## config.mk

```make
export PLATFORM = sky130hd
export DESIGN_NAME = victim_queue
export DESIGN_NICKNAME = d
export VERILOG_FILES = /design/src/rtl/cache_geom_pkg.sv /design/src/rtl/cache_msg_pkg.sv /design/src/rtl/victim_queue.sv
export SDC_FILE = /design/constraint.sdc
export NUM_CORES = 1
export LEC_CHECK = 0
export BUFFER_PORTS_ARGS = -buffer_cell sky130_fd_sc_hd__buf_4
export CORE_ASPECT_RATIO = 1.25
export CORE_MARGIN = 3
export CORE_UTILIZATION = 56
export CTS_CLUSTER_DIAMETER = 120
export CTS_CLUSTER_SIZE = 30
export DETAILED_ROUTE_END_ITERATION = 6
export MAX_ROUTING_LAYER = met4
export PLACE_DENSITY = 0.79
export SLEW_MARGIN = 20
export SYNTH_ARGS = -nofsm -noshare
export SYNTH_HDL_FRONTEND = slang
export SYNTH_SLANG_ARGS = --single-unit
```

## constraint.sdc

```tcl
create_clock -name clock -period 15.6 [get_ports clock]
set_input_delay 0.78 -clock clock [delete_from_list [all_inputs] [get_ports clock]]
set_output_delay 0.78 -clock clock [all_outputs]
set_load 0.02 [all_outputs]
```

## src/rtl/cache_geom_pkg.sv

```systemverilog
// cache geometry and address layout

package cache_geom_pkg;

  // array shape
  localparam int NUM_SETS = 16;
  localparam int NUM_WAYS = 4;

  // address fields, tag above index above offset
  localparam int SET_BITS    = $clog2(NUM_SETS);
  localparam int TAG_BITS    = 9;
  localparam int OFFSET_BITS = 3;
  localparam int ADDR_BITS   = TAG_BITS + SET_BITS + OFFSET_BITS;

  // way numbering and tree pseudo-LRU
  localparam int WAY_BITS  = $clog2(NUM_WAYS);
  localparam int PLRU_BITS = NUM_WAYS - 1;

  // port counts
  localparam int RD_PORTS = 2;
  localparam int WR_PORTS = 2;

  // one tree update per port, writes first
  localparam int PLRU_PORTS = WR_PORTS + RD_PORTS;

  typedef logic [TAG_BITS-1:0]    cache_tag_t;
  typedef logic [SET_BITS-1:0]    cache_idx_t;
  typedef logic [WAY_BITS-1:0]    cache_way_t;
  typedef logic [PLRU_BITS-1:0]   plru_bits_t;

  typedef struct packed {
    cache_tag_t             tag;
    cache_idx_t             idx;
    logic [OFFSET_BITS-1:0] offset;
  } cache_addr_t;

  // raw word from the requester, field view inside the array
  typedef union packed {
    logic [ADDR_BITS-1:0] raw;
    cache_addr_t          f;
  } cache_addr_u;

endpackage

```

## src/rtl/cache_msg_pkg.sv

```systemverilog
// cache request, response and eviction types

package cache_msg_pkg;

  import cache_geom_pkg::*;

  localparam int DATA_BITS = 64;

  // victim queue sizing
  localparam int VQ_DEPTH    = 4;
  localparam int VQ_PTR_BITS = $clog2(VQ_DEPTH);
  localparam int VQ_CNT_BITS = $clog2(VQ_DEPTH + 1);

  // credits granted by the next level after reset
  localparam int EVICT_CREDITS = 2;
  localparam int CREDIT_BITS   = $clog2(EVICT_CREDITS + 1);

  typedef struct packed {
    logic [DATA_BITS-1:0] data;
    cache_tag_t           tag;
    logic                 valid;
    logic                 dirty;
  } cache_line_t;

  // all ways of one set
  typedef cache_line_t [NUM_WAYS-1:0] cache_set_t;

  typedef struct packed {
    logic        en;
    cache_addr_u addr;
  } rd_req_t;

  typedef struct packed {
    logic                 en;
    cache_addr_u          addr;
    logic [DATA_BITS-1:0] data;
    logic                 dirty;
  } wr_req_t;

  typedef struct packed {
    logic                 hit;
    logic [DATA_BITS-1:0] data;
    cache_way_t           way;
    logic                 miss;
    cache_idx_t           miss_idx;
    cache_tag_t           miss_tag;
  } rd_resp_t;

  typedef struct packed {
    cache_idx_t  idx;
    cache_line_t line;
  } evict_t;

endpackage

```

## src/rtl/victim_queue.sv

```systemverilog
// victim line FIFO with credit drain

`timescale 1ns/1ps

module victim_queue
  import cache_geom_pkg::*, cache_msg_pkg::*;
(
  input  logic                   clock,
  input  logic                   reset,
  input  logic [WR_PORTS-1:0]    push,
  input  evict_t                 push_data [WR_PORTS],
  output logic [VQ_CNT_BITS-1:0] free_slots,
  input  logic                   evict_credit,
  output logic                   evict_valid,
  output evict_t                 evict_line
);

  evict_t                 mem [VQ_DEPTH];
  logic [VQ_PTR_BITS-1:0] wr_ptr;
  logic [VQ_PTR_BITS-1:0] rd_ptr;
  logic [VQ_CNT_BITS-1:0] count;
  logic [CREDIT_BITS-1:0] credits;

  logic [VQ_CNT_BITS-1:0] n_push;
  logic [VQ_PTR_BITS-1:0] push_slot [WR_PORTS];
  logic                   pop;

  // port 0 lands first, port 1 right behind it
  always_comb begin
    n_push = '0;
    for (int j = 0; j < WR_PORTS; j++) begin
      push_slot[j] = wr_ptr + VQ_PTR_BITS'(n_push);
      n_push       = n_push + VQ_CNT_BITS'(push[j]);
    end
  end

  // one line per credit, one per cycle
  assign pop         = (credits != '0) && (count != '0);
  assign evict_valid = pop;
  assign evict_line  = mem[rd_ptr];
  assign free_slots  = VQ_CNT_BITS'(VQ_DEPTH) - count;

  always_ff @(posedge clock) begin
    for (int j = 0; j < WR_PORTS; j++) begin
      if (push[j]) begin
        mem[push_slot[j]] <= push_data[j];
      end
    end
  end

  always_ff @(posedge clock) begin
    if (reset) begin
      wr_ptr  <= '0;
      rd_ptr  <= '0;
      count   <= '0;
      credits <= CREDIT_BITS'(EVICT_CREDITS);
    end else begin
      wr_ptr  <= wr_ptr + VQ_PTR_BITS'(n_push);
      rd_ptr  <= rd_ptr + VQ_PTR_BITS'(pop);
      count   <= count + n_push - VQ_CNT_BITS'(pop);
      credits <= credits + CREDIT_BITS'(evict_credit) - CREDIT_BITS'(pop);
    end
  end

endmodule
```

Yosys cells after proc, flatten, opt, wreduce, memory -nomap -nowiden
Memory sizes are Yosys's and may differ from the RTL's. A register that Yosys moved wholly into a read port is not among the register bits.
Index checks and enable logic that the tools add are counted.
{ "totals": {"register_bits": 9, "ram_bits": 316, "inputBits": 163, "wordCells": 22, "mem_count": 1} }
{ "classes": {"add_sub_neg": 9, "mux": 5, "n_reduce_logical": 3} }
{ "mem_list": {"columns": ["name", "depth", "word_bits", "read_ports", "rd_ports_with_merged_regs", "wr", "line_no", "source"], "rows": [
  ["mem", 4, 79, 1, 1, 2, "victim_queue.sv:18", "evict_t mem [VQ_DEPTH];"]
]} }
{ "ops": {"columns": ["cell", "n"], "rows": [
  ["2-bit by 1-bit adder with 2-bit output", 3],
  ["1-bit two-way mux", 4],
  ["3-bit by 2-bit adder with 3-bit output", 1],
  ["3-bit nonzero test", 1],
  ["3-bit by 1-bit subtractor with 3-bit output", 1],
  ["3-bit subtractor (first input constant)", 1],
  ["1-bit by 1-bit adder with 2-bit output", 1],
  ["2-bit adder", 1],
  ["2-bit two-way mux", 1],
  ["2-bit nonzero test", 1],
  ["2-bit by 1-bit subtractor with 2-bit output", 1],
  ["1-bit logical AND", 1]
]} }

Longest topological paths before layout
Gate-level depths: netlist (run 1).
{ "logic_depth": {"word_depth": 4, "depth_mapped": 10, "ltp_nobuf": 10} }

Worst setup path after synthesis (run 1)
No wires, ideal clock.
{ "synth_timing": {"kind": "input to register", "from": "in push[0]", "to": "mem mem[2][0] (netlist name), enable pin", "setup_ps": 625, "t_arrival_ps": 6394, "required_time_ps": 14975, "setup_slack_ps": 8581, "cell_stages": 2, "path_buffers": 0, "path_cell_list": "nand2_1 o21ai_0"} }
{ "synth_rtl": {"columns": ["element", "line_no", "source"], "rows": [
  ["from (decl)", "victim_queue.sv:10", "input logic [WR_PORTS-1:0] push,"],
  ["to (decl)", "victim_queue.sv:18", null]
]} }

==> summary.md, run 1 <==
| Metric | Value |
|---|---|
| Final Max Slew Viols | `0` |
| Rows | `69` |
| CTS buffer count | `14` |
| Worst hold-check path type | `in2reg` |
| # IOs | `246` |
| Final nets | `1222` |
| Post-placement cell area | `18500 sq um` |
| Synthesized flop and latch total | `325` |
| Crit path required time | `14.82 ns` |
| RePlAce Congestion | `0.766` |
| Final hold violations | `0` |
| PostCTS Resize Cnt | `0` |
| Final setup slack of the worst path | `11.69 ns` |
| Max layer used | `met4` |
| Met3 wire length | `1.79 mm` |
| H-tree depth | `1` |
| Crit Path Class | `reg2out` |
| Initial antenna violation count | `1` |
| Max rail drop VDD | `118 uV` |
| Router iterations before antenna repair | `4` |
| Combinational power share | `0.386` |
| Netlist cell types | `24` |
| Pwr dens | `141 nW/um^2` |
| Flop pwr share | `0.451` |
| Mapped Cells | `828` |
| Part of the Yosys area used for sequential elements | `0.590` |
| Slew @ Worst Pin | `1.11 ns` |
| Clock power frac | `0.163` |
| Relative max-transition margin | `0.263` |
| Most Frequent Cell on Critical Path | `buf_4` |
| CTS Hold Buffers Added | `0` |
| Vias in the first global route | `9268` |
| Root Buffer | `clkbuf_16` |
| Sum Neg Setup Slack | `0 ns` |
| Yosys warning count | `0` |
| Max incr delay on CP | `0.88 ns` |
| Number of DRC markers in iteration 0 | `504` |
| Port Buffer Count | `245` |
| CP arrival | `3.13 ns` |
| Leakage | `7.05 nW` |
| Fraction of layout cells with a size suffix above 1 | `0.645` |
| Setup Skew | `0.0128 ns` |
| Routed Antenna Nets | `0` |
| Worst Reg2Reg Path Length in Cells | `5` |
| Hold Path Origin | `reset` |
| Reg2reg end | `mem[2][31]` |
| Detailed placement HPWL | `21.5 mm` |
| Largest net degree at the start of global routing | `66` |
| Crit start category | `register` |
| Routed met2 length | `18.5 mm` |
| Final Cycle Share | `0.251` |
| Worst Hold Path EP | `rd_ptr[1]` |
| Worst-Skew Late Latency | `0.50 ns` |
| WHS Path Cells | `2` |
| Clock transition at path regs | `0.10 ns` |
| # setup viols final | `0` |
| First-pass GRT wire length | `54.4 mm` |
| RSZ-0062 raised after global routing | `false` |
| Reg2reg start | `wr_ptr[0]` |
| Syn Nets | `1003` |
| Mean Syn Cell Area | `19.8 sq um` |
| CP Cell Sequence | `buf_4 -> mux4_2 -> buf_4` |
| Outcome | `finished, final reports clean` |
| Flop2flop setup slack | `11.84 ns` |
| Synthesis-to-finish area growth | `15.3%` |
| Cell area after synthesis | `16400 sq um` |
| Switching Fraction | `0.316` |
| Layout Cells excl Fill | `1442` |
| Wl on met1 | `14.0 mm` |
| DR vias | `8459` |
| Global route overflow | `0` |
| Core area | `28700 sq um` |
| Global Route Usage Sum | `0.230` |
| Die Width | `159 microns` |
| Fill cell count | `2020` |
| Int Power | `1.82 mW` |
| Die area | `31400 sq um` |
| Final core occ | `0.659` |
| Critical Path Sink Type | `output pin` |
| CTS tree | `done` |
| Pre-CTS setup slack | `11.35 ns` |
| Placed insts | `1421` |
| Min Clock Period, post-route | `3.91 ns` |
| Largest fanout on the critical path | `47` |
| Setup bufs post-CTS | `0` |
| Fmax | `0.256 GHz` |
| Max Cap Violations | `0` |
| Vias per cell | `5.87` |
| CTS sink cnt | `325` |
| Avg WL per Cell | `24.3 microns` |
| Initial core utilization | `0.572` |
| Final Cell Area | `18900 sq um` |
| Max Root-Sink Buffers | `3` |
| DR DRC count | `0` |
| Switch Pwr | `838 uW` |
| Critical-path top delay cell | `buf_4` |
| Die Ht | `197 microns` |
| Drt total wl | `35.1 mm` |
-- area by class of cell --
cell class	instances	area, sq um	area share
Antenna cell	1	2.50	0.000132
Clock buffer	19	390	0.0207
Clock inverter	1	7.51	0.000397
Inverter	12	45.0	0.00238
Multi-Input combinational cell	438	6360	0.337
Sequential cell	325	9680	0.512
Tap cell	390	488	0.0258
Timing Repair Buffer	256	1920	0.102
-- layout by cell type, fill, tap and decap left out, drive strengths merged, types with 2 or more instances in the layout --
master | Yosys | routed
mux4 | 79 | 79
nor2b | 6 | 6
dfxtp | 9 | 9
buf | 44 | 256
xor2 | 2 | 2
clkbuf | 9 | 19
nor2 | 6 | 6
inv | 12 | 12
nand2b | 3 | 3
ha | 11 | 11
o21ai | 2 | 2
xnor2 | 6 | 6
mux2 | 316 | 316
edfxtp | 316 | 316
nand2 | 3 | 3
-- Yosys cell counts (all sizes together) --
cell type,count,share of area
and3,1,0.00038
buf,44,0.021
clkbuf,9,0.0021
dfxtp,9,0.011
edfxtp,316,0.58
fa,1,0.0012
ha,11,0.0084
inv,12,0.0027
mux2,316,0.25
mux4,79,0.11
nand2,3,0.00069
nand2b,3,0.0011
nor2,6,0.0018
nor2b,6,0.0023
o21ai,2,0.00061
o21bai,1,0.00046
o22ai,1,0.00038
xnor2,6,0.0037
xor2,2,0.0011
-- through the flow --
step,hold WS [ns],total power [mW]
2_1_floorplan,0.470,1.91
3_3_place_gp,0.485,2.25
3_5_place_dp,0.492,2.26
4_1_cts,0.482,2.69
5_1_grt,0.495,2.78
6_report,0.502,2.66
-- power by group through the flow --
stage          sequential, mW  clock (mW)  combinational [mW]
5_1_grt                  1.21       0.471                1.09
4_1_cts                  1.20       0.444                1.04
3_3_place_gp             1.22           0                1.03
3_5_place_dp             1.22           0                1.04
2_1_floorplan            1.19           0               0.712
6_report                 1.20       0.433                1.03
-- flip-flops by register name, summed over array words and instances, names as in the netlist --
| name | cells |
|---|---|
| mem | 316 |
| rd_ptr | 2 |
| count | 3 |
| credits | 2 |
| wr_ptr | 2 |
-- cell families (layout without fill, tap and decap cells) --
kind of cell / after synthesis / count (layout) / share of synthesized area
and+or+nand+nor: 19 / 19 / 0.00634
xor gates and xnor gates: 8 / 8 / 0.00474
buffers and inverters: 65 / 288 / 0.0255
AOI/OAI and AO/OA: 4 / 4 / 0.00145
adders and majority gates: 12 / 12 / 0.00962
muxes: 395 / 395 / 0.362
DFF: 325 / 325 / 0.590
other: 0 / 1 / 0
-- how the worst max path moves through the flow --
stage	from	to	slack, ns	cells past startpoint
final	rd_ptr[0]	evict_line[26]	11.69	3
after global routing	rd_ptr[0]	evict_line[26]	11.40	3
after CTS	rd_ptr[0]	evict_line[26]	11.54	3
after detailed placement	push[0]	mem[2][32]	11.35	6
after global placement	push[0]	mem[2][29]	11.38	6
after floorplan	push[0]	mem[2][0]	8.58	2
-- worst max-delay path, delay by kind of cell, from the launching register on --
family,cells,cell delay [ns]
buffers and inverters,2,1.07
muxes,1,0.67
DFF,1,0.85
-- routing by layer --
layer / GRT usage / up-vias
li1: - / 3774
met1: 0.285 / 4425
met2: 0.405 / 221
met3: 0.0344 / 39
met4: 0.0542 / 0
met5: - / -
No activity file was read; power rests on OpenSTA's default activity.
==> run 2: changes to the inputs <==
==> constraint.sdc (replaced) <==
create_clock -name clock -period 3.6 [get_ports clock]
set_input_delay 0.18 -clock clock [delete_from_list [all_inputs] [get_ports clock]]
set_output_delay 0.18 -clock clock [all_outputs]
set_load 0.02 [all_outputs]
==> run 2 against run 1 <==
  * Sequential power rose to 4.3 times the previous value
  * Design area rose by 13%
  * Total power rose to 4.5 times the previous value
  * Clock skew fell by 0.0054 ns
  * Register-to-register slack got worse by 12 ns
  * Critical path depth rose by 3
  * Worst hold slack got worse by 0.49 ns
  * First-iteration DRC count rose by 22%
  * Clock-buffer cell count did not move
  * Global-route usage rose by 1.7 points
  * Largest cell class unchanged
  * Largest power group unchanged
==> summary.md, run 2 (same netlist as run 1, synthesis figures left out) <==
| Metric | Value |
|---|---|
| Outcome | `finished, final reports clean` |
| Worst-Skew Late Latency | `0.50 ns` |
| CP Cell Sequence | `ha_1 -> xnor2_2 -> nand2b_4 -> buf_4 -> mux2_4 -> dlygate4sd3_1` |
| Final hold violations | `0` |
| Vias per cell | `5.67` |
| Combinational power share | `0.406` |
| Max incr delay on CP | `0.57 ns` |
| Final Max Slew Viols | `0` |
| Drt total wl | `38.2 mm` |
| Die area | `31400 sq um` |
| Core area | `28700 sq um` |
| CTS sink cnt | `325` |
| Fraction of layout cells with a size suffix above 1 | `0.533` |
| DR DRC count | `0` |
| Flop2flop setup slack | `0.30 ns` |
| Switching Fraction | `0.314` |
| RSZ-0062 raised after global routing | `false` |
| Flop pwr share | `0.437` |
| Pwr dens | `558 nW/um^2` |
| Buf+Inv Stages, Crit Path | `2` |
| WHS Path Cells | `3` |
| Max Root-Sink Buffers | `3` |
| Detailed placement HPWL | `21.7 mm` |
| Crit Path Class | `reg2reg` |
| H-tree depth | `1` |
| Setup Skew | `0.00739 ns` |
| Crit path required time | `3.85 ns` |
| Relative max-transition margin | `0.475` |
| Multi-input logic area | `6360 sq um` |
| Crit start category | `register` |
| Reg2reg start | `wr_ptr[0]` |
| Worst hold-check path type | `in2reg` |
| Largest fanout on the critical path | `24` |
| Clock power frac | `0.158` |
| Leakage | `8.09 nW` |
| Max rail drop VDD | `327 uV` |
| Final hold slack | `0.0124 ns` |
| Hold Path Origin | `evict_credit` |
| Reg2reg end | `mem[2][43]` |
| Clock transition at path regs | `0.11 ns` |
| Commonest cells after routing, fill and taps aside | `316 x edfxtp_1, 258 x buf_4, 230 x dlygate4sd3_1` |
| Slew @ Worst Pin | `0.788 ns` |
| Final setup slack of the worst path | `0.304 ns` |
| Final Cycle Share | `0.916` |
| First-pass GRT wire length | `58.6 mm` |
| Rows | `69` |
| Number of DRC markers in iteration 0 | `616` |
| RePlAce Congestion | `0.745` |
| Pre-CTS setup slack | `0.892 ns` |
| Port Buffer Count | `245` |
| CTS buffer count | `14` |
| Crit. path cell count | `6` |
| Initial antenna violation count | `1` |
| Worst Hold Path EP | `credits[0]` |
| # setup viols final | `0` |
| Leading cell type in the layout, fill and taps excluded | `edfxtp_1` |
| Initial core utilization | `0.572` |
| Synthesis-to-finish area growth | `30.5%` |
| CP arrival | `3.55 ns` |
| Critical Path Sink Type | `register` |
| Largest register FFs | `316` |
| Max Cap Violations | `0` |
| Largest net degree at the start of global routing | `80` |
| Switch Pwr | `3.74 mW` |
| Die Ht | `197 microns` |
| Global Route Usage Sum | `0.247` |
| Worst Reg2Reg Path Length in Cells | `6` |
| Layout Cells excl Fill | `1682` |
| # IOs | `246` |
| Vias in the first global route | `10.4k` |
| Global route overflow | `0` |
| Root Buffer | `clkbuf_16` |
| Router iterations before antenna repair | `4` |
| Critical-path top delay cell | `dlygate4sd3_1` |
| Placed insts | `1431` |
| Int Power | `8.18 mW` |
| Top cell family by delay on the critical path | `buffers and inverters` |
| Fill cell count | `1700` |
| Routed Antenna Nets | `0` |
| Final nets | `1462` |
| Avg WL per Cell | `22.7 microns` |
| Min Clock Period, post-route | `3.30 ns` |
| Fmax | `0.303 GHz` |
| Register area | `9680 sq um` |
| CTS tree | `done` |
| DR vias | `9538` |
| Die Width | `159 microns` |
## run 2: cell count changes in the layout (fill, tap and decap cells not counted)
cell           change
buf_12             +8
dlygate4sd3_1    +230
buf_4              +2
## run 2: metrics by stage
| step | setup TNS (ns) | total power [mW] | area (sq um) | utilization |
|---|---|---|---|---|
| floorplan | -75.89 | 8.21 | 16400 | - |
| global placement | 0 | 9.80 | 18700 | 0.651 |
| detailed placement | 0 | 9.86 | 18700 | 0.651 |
| CTS | 0 | 12.0 | 21300 | 0.745 |
| global route | 0 | 12.4 | 21400 | 0.746 |
| finish | 0 | 11.9 | 21400 | 0.746 |
## run 2: how the worst max path moves through the flow
| stage | endpoint | slack [ns] | start |
|---|---|---|---|
| 6_report | mem[2][43] | 0.30 | wr_ptr[0] |
| 5_1_grt | mem[2][38] | 0.20 | wr_ptr[0] |
| 3_3_place_gp | mem[2][44] | 0.94 | wr_ptr[0] |
| 4_1_cts | mem[2][46] | 0.34 | wr_ptr[0] |
| 3_5_place_dp | mem[2][45] | 0.89 | wr_ptr[0] |
| 2_1_floorplan | mem[0][0] | -0.96 | wr_ptr[1] |
## run 2: power by group through the flow
stage | Combinational, mW | Clock (mW) | Sequential (mW)
2_1_floorplan | 3.09 | 0 | 5.11
3_3_place_gp | 4.52 | 0 | 5.28
3_5_place_dp | 4.56 | 0 | 5.31
4_1_cts | 4.85 | 1.92 | 5.22
5_1_grt | 5.11 | 2.04 | 5.28
6_report | 4.83 | 1.88 | 5.21
## run 2: per-layer routing
metal,up-vias,share of wire,track usage
met5,-,0,-
met4,0,0.019,0.0597
met3,47,0.056,0.0302
met2,346,0.54,0.444
met1,4895,0.39,0.300
li1,4250,-,-
## run 2: final cells by class
class / instances / share of cell area
timing repair buffer: 496 / 0.206
inverter: 12 / 0.00211
clock inverter: 1 / 0.000351
clock buffer: 19 / 0.0183
sequential: 325 / 0.453
multi-input combinational: 438 / 0.298
tap: 390 / 0.0228
antenna: 1 / 0.000117
## run 2: timing repair
action | CTS | global route
hold buffers | 228 | 2
gates resized for setup | 0 | 0
setup buffers | 0 | 0
hold endpoints to repair | 279 | 1
## run 2: worst reg2reg max path, delay by kind of cell (launching register included)
kind,cells,cell delay [ns]
fa+ha+maj,1,0.25
simple gates,1,0.53
flops,1,0.41
xor+xnor,1,0.39
buf+inv,2,1.11
mux,1,0.36
==> run 3: changes to the inputs <==
==> constraint.sdc (replaced) <==
create_clock -name clock -period 3.7 [get_ports clock]
set_input_delay 0.185 -clock clock [delete_from_list [all_inputs] [get_ports clock]]
set_output_delay 0.185 -clock clock [all_outputs]
set_load 0.02 [all_outputs]
==> run 3 against run 2 <==
  * Worst setup slack better by 0.24 ns
  * Core utilization is 1.7 points lower
  * Clock-buffer cell count up 1
==> summary.md, run 3 (same netlist as run 1, synthesis figures left out) <==
| Metric | Value |
|---|---|
| Outcome | `finished, final reports clean` |
| Crit path required time | `3.95 ns` |
| Number of DRC markers in iteration 0 | `724` |
| Worst-Skew Late Latency | `0.50 ns` |
| Setup Skew | `0.0239 ns` |
| Die area | `31400 sq um` |
| GRT Max-Usage Layer | `met2` |
| Slew @ Worst Pin | `0.868 ns` |
| Int Power | `7.93 mW` |
| Flop pwr share | `0.435` |
| Drt total wl | `37.6 mm` |
| Largest fanout on the critical path | `79` |
| # setup viols final | `0` |
| Final nets | `1408` |
| Max Cap Violations | `0` |
| Worst Reg2Reg Path Length in Cells | `6` |
| WHS Path Cells | `2` |
| Setup bufs post-CTS | `0` |
| Relative max-transition margin | `0.421` |
| Total power | `11.6 mW` |
| Worst hold-check path type | `in2reg` |
| CTS tree | `done` |
| Crit start category | `register` |
| Global route overflow | `0` |
| Fill cell count | `1788` |
| Vias in the first global route | `10.3k` |
| Pwr dens | `554 nW/um^2` |
| Combinational power share | `0.406` |
| Routed Antenna Nets | `0` |
| Final setup slack of the worst path | `0.543 ns` |
| Min Clock Period, post-route | `3.16 ns` |
| Final Cycle Share | `0.853` |
| Core area | `28700 sq um` |
| Port Buffer Count | `245` |
| Initial antenna violation count | `3` |
| Critical Path Sink Type | `register` |
| Vias per cell | `5.75` |
| GR Util met2 | `0.432` |
| Die Width | `159 microns` |
| Global Route Usage Sum | `0.245` |
| Largest register FFs | `316` |
| Avg WL per Cell | `23.0 microns` |
| DR DRC count | `0` |
| Root Buffer | `clkbuf_16` |
| Switching Fraction | `0.315` |
| CP arrival | `3.41 ns` |
| Leakage | `7.89 nW` |
| Max Root-Sink Buffers | `3` |
| Commonest cells after routing, fill and taps aside | `316 x edfxtp_1, 254 x buf_4, 176 x dlygate4sd3_1` |
| CTS sink cnt | `325` |
| Fraction of layout cells with a size suffix above 1 | `0.556` |
| Fmax | `0.317 GHz` |
| Max rail drop VDD | `397 uV` |
| Pre-CTS setup slack | `1.07 ns` |
| First-pass GRT wire length | `58.4 mm` |
| Clock power frac | `0.159` |
| Synthesis-to-finish area growth | `27.6%` |
| Initial core utilization | `0.572` |
| RePlAce Congestion | `0.792` |
| M3 GR Usage | `0.0300` |
| DR vias | `9384` |
| # IOs | `246` |
| Die Ht | `197 microns` |
| RSZ-0062 raised after global routing | `false` |
| Largest net degree at the start of global routing | `80` |
| Met1 usage | `0.305` |
| CTS buffer count | `14` |
| Final Max Slew Viols | `0` |
| Clock transition at path regs | `0.12 ns` |
| Final hold violations | `0` |
| Detailed placement HPWL | `21.9 mm` |
| Crit Path Class | `reg2reg` |
| Leading cell type in the layout, fill and taps excluded | `edfxtp_1` |
| H-tree depth | `1` |
| Router iterations before antenna repair | `4` |
| Switch Pwr | `3.65 mW` |
| Rows | `69` |
run 3: worst max-delay path: stages (launching register included):
cell           delay, ns
dfxtp_1             0.41
ha_1                0.25
xnor2_2             0.41
and3_4              0.29
buf_12              0.57
mux2_4              0.35
dlygate4sd3_1       0.57
run 3: layer usage:
layer	up-vias	wire (microns)
met5	-	0
met4	0	928
met3	52	2010
met2	301	19800
met1	4885	14900
li1	4146	-
run 3: power by group through the flow:
stage | registers, mW | clock network (mW) | logic [mW]
after CTS | 5.05 | 1.89 | 4.72
after global placement | 5.11 | 0 | 4.44
after global routing | 5.10 | 2.00 | 4.98
after floorplan | 4.98 | 0 | 3.01
final | 5.04 | 1.84 | 4.70
after detailed placement | 5.13 | 0 | 4.49
run 3: what timing repair did:
item / CTS / global route
gates resized for setup: 0 / 0
hold buffers: 176 / 0
hold endpoints to repair: 201 / 0
run 3: area by class of cell:
| type | count | area, sq um | share of cell area |
|---|---|---|---|
| clock inverters | 1 | 7.51 | 0.000359 |
| well taps | 390 | 488 | 0.0234 |
| multi-input cells | 438 | 6360 | 0.304 |
| clock buffers | 20 | 394 | 0.0189 |
| diodes | 3 | 7.51 | 0.000359 |
| repair buffers | 442 | 3920 | 0.187 |
| flip-flops and latches | 325 | 9680 | 0.463 |
| inverters | 12 | 45.0 | 0.00216 |
run 3: worst paths after layout:
check,startpoint,to,slack [ns]
max,wr_ptr[0],mem[1][12],0.54
max reg2reg,wr_ptr[0],mem[1][12],0.54
min reg2reg,credits[1],credits[1],0.53
min,push_data[137],mem[1][58],0.01
run 3: metrics by stage:
stage | utilization | setup TNS [ns] | area, sq um | hold WS (ns) | instances
after floorplan | - | -67.99 | 16400 | 0.257 | 828
after global placement | 0.652 | 0 | 18700 | 0.436 | 1430
after detailed placement | 0.653 | 0 | 18700 | 0.436 | 1431
after CTS | 0.729 | 0 | 20900 | 0.000131 | 1628
after global routing | 0.729 | 0 | 20900 | 0.00257 | 1631
final | 0.729 | 0 | 20900 | 0.0136 | 1631
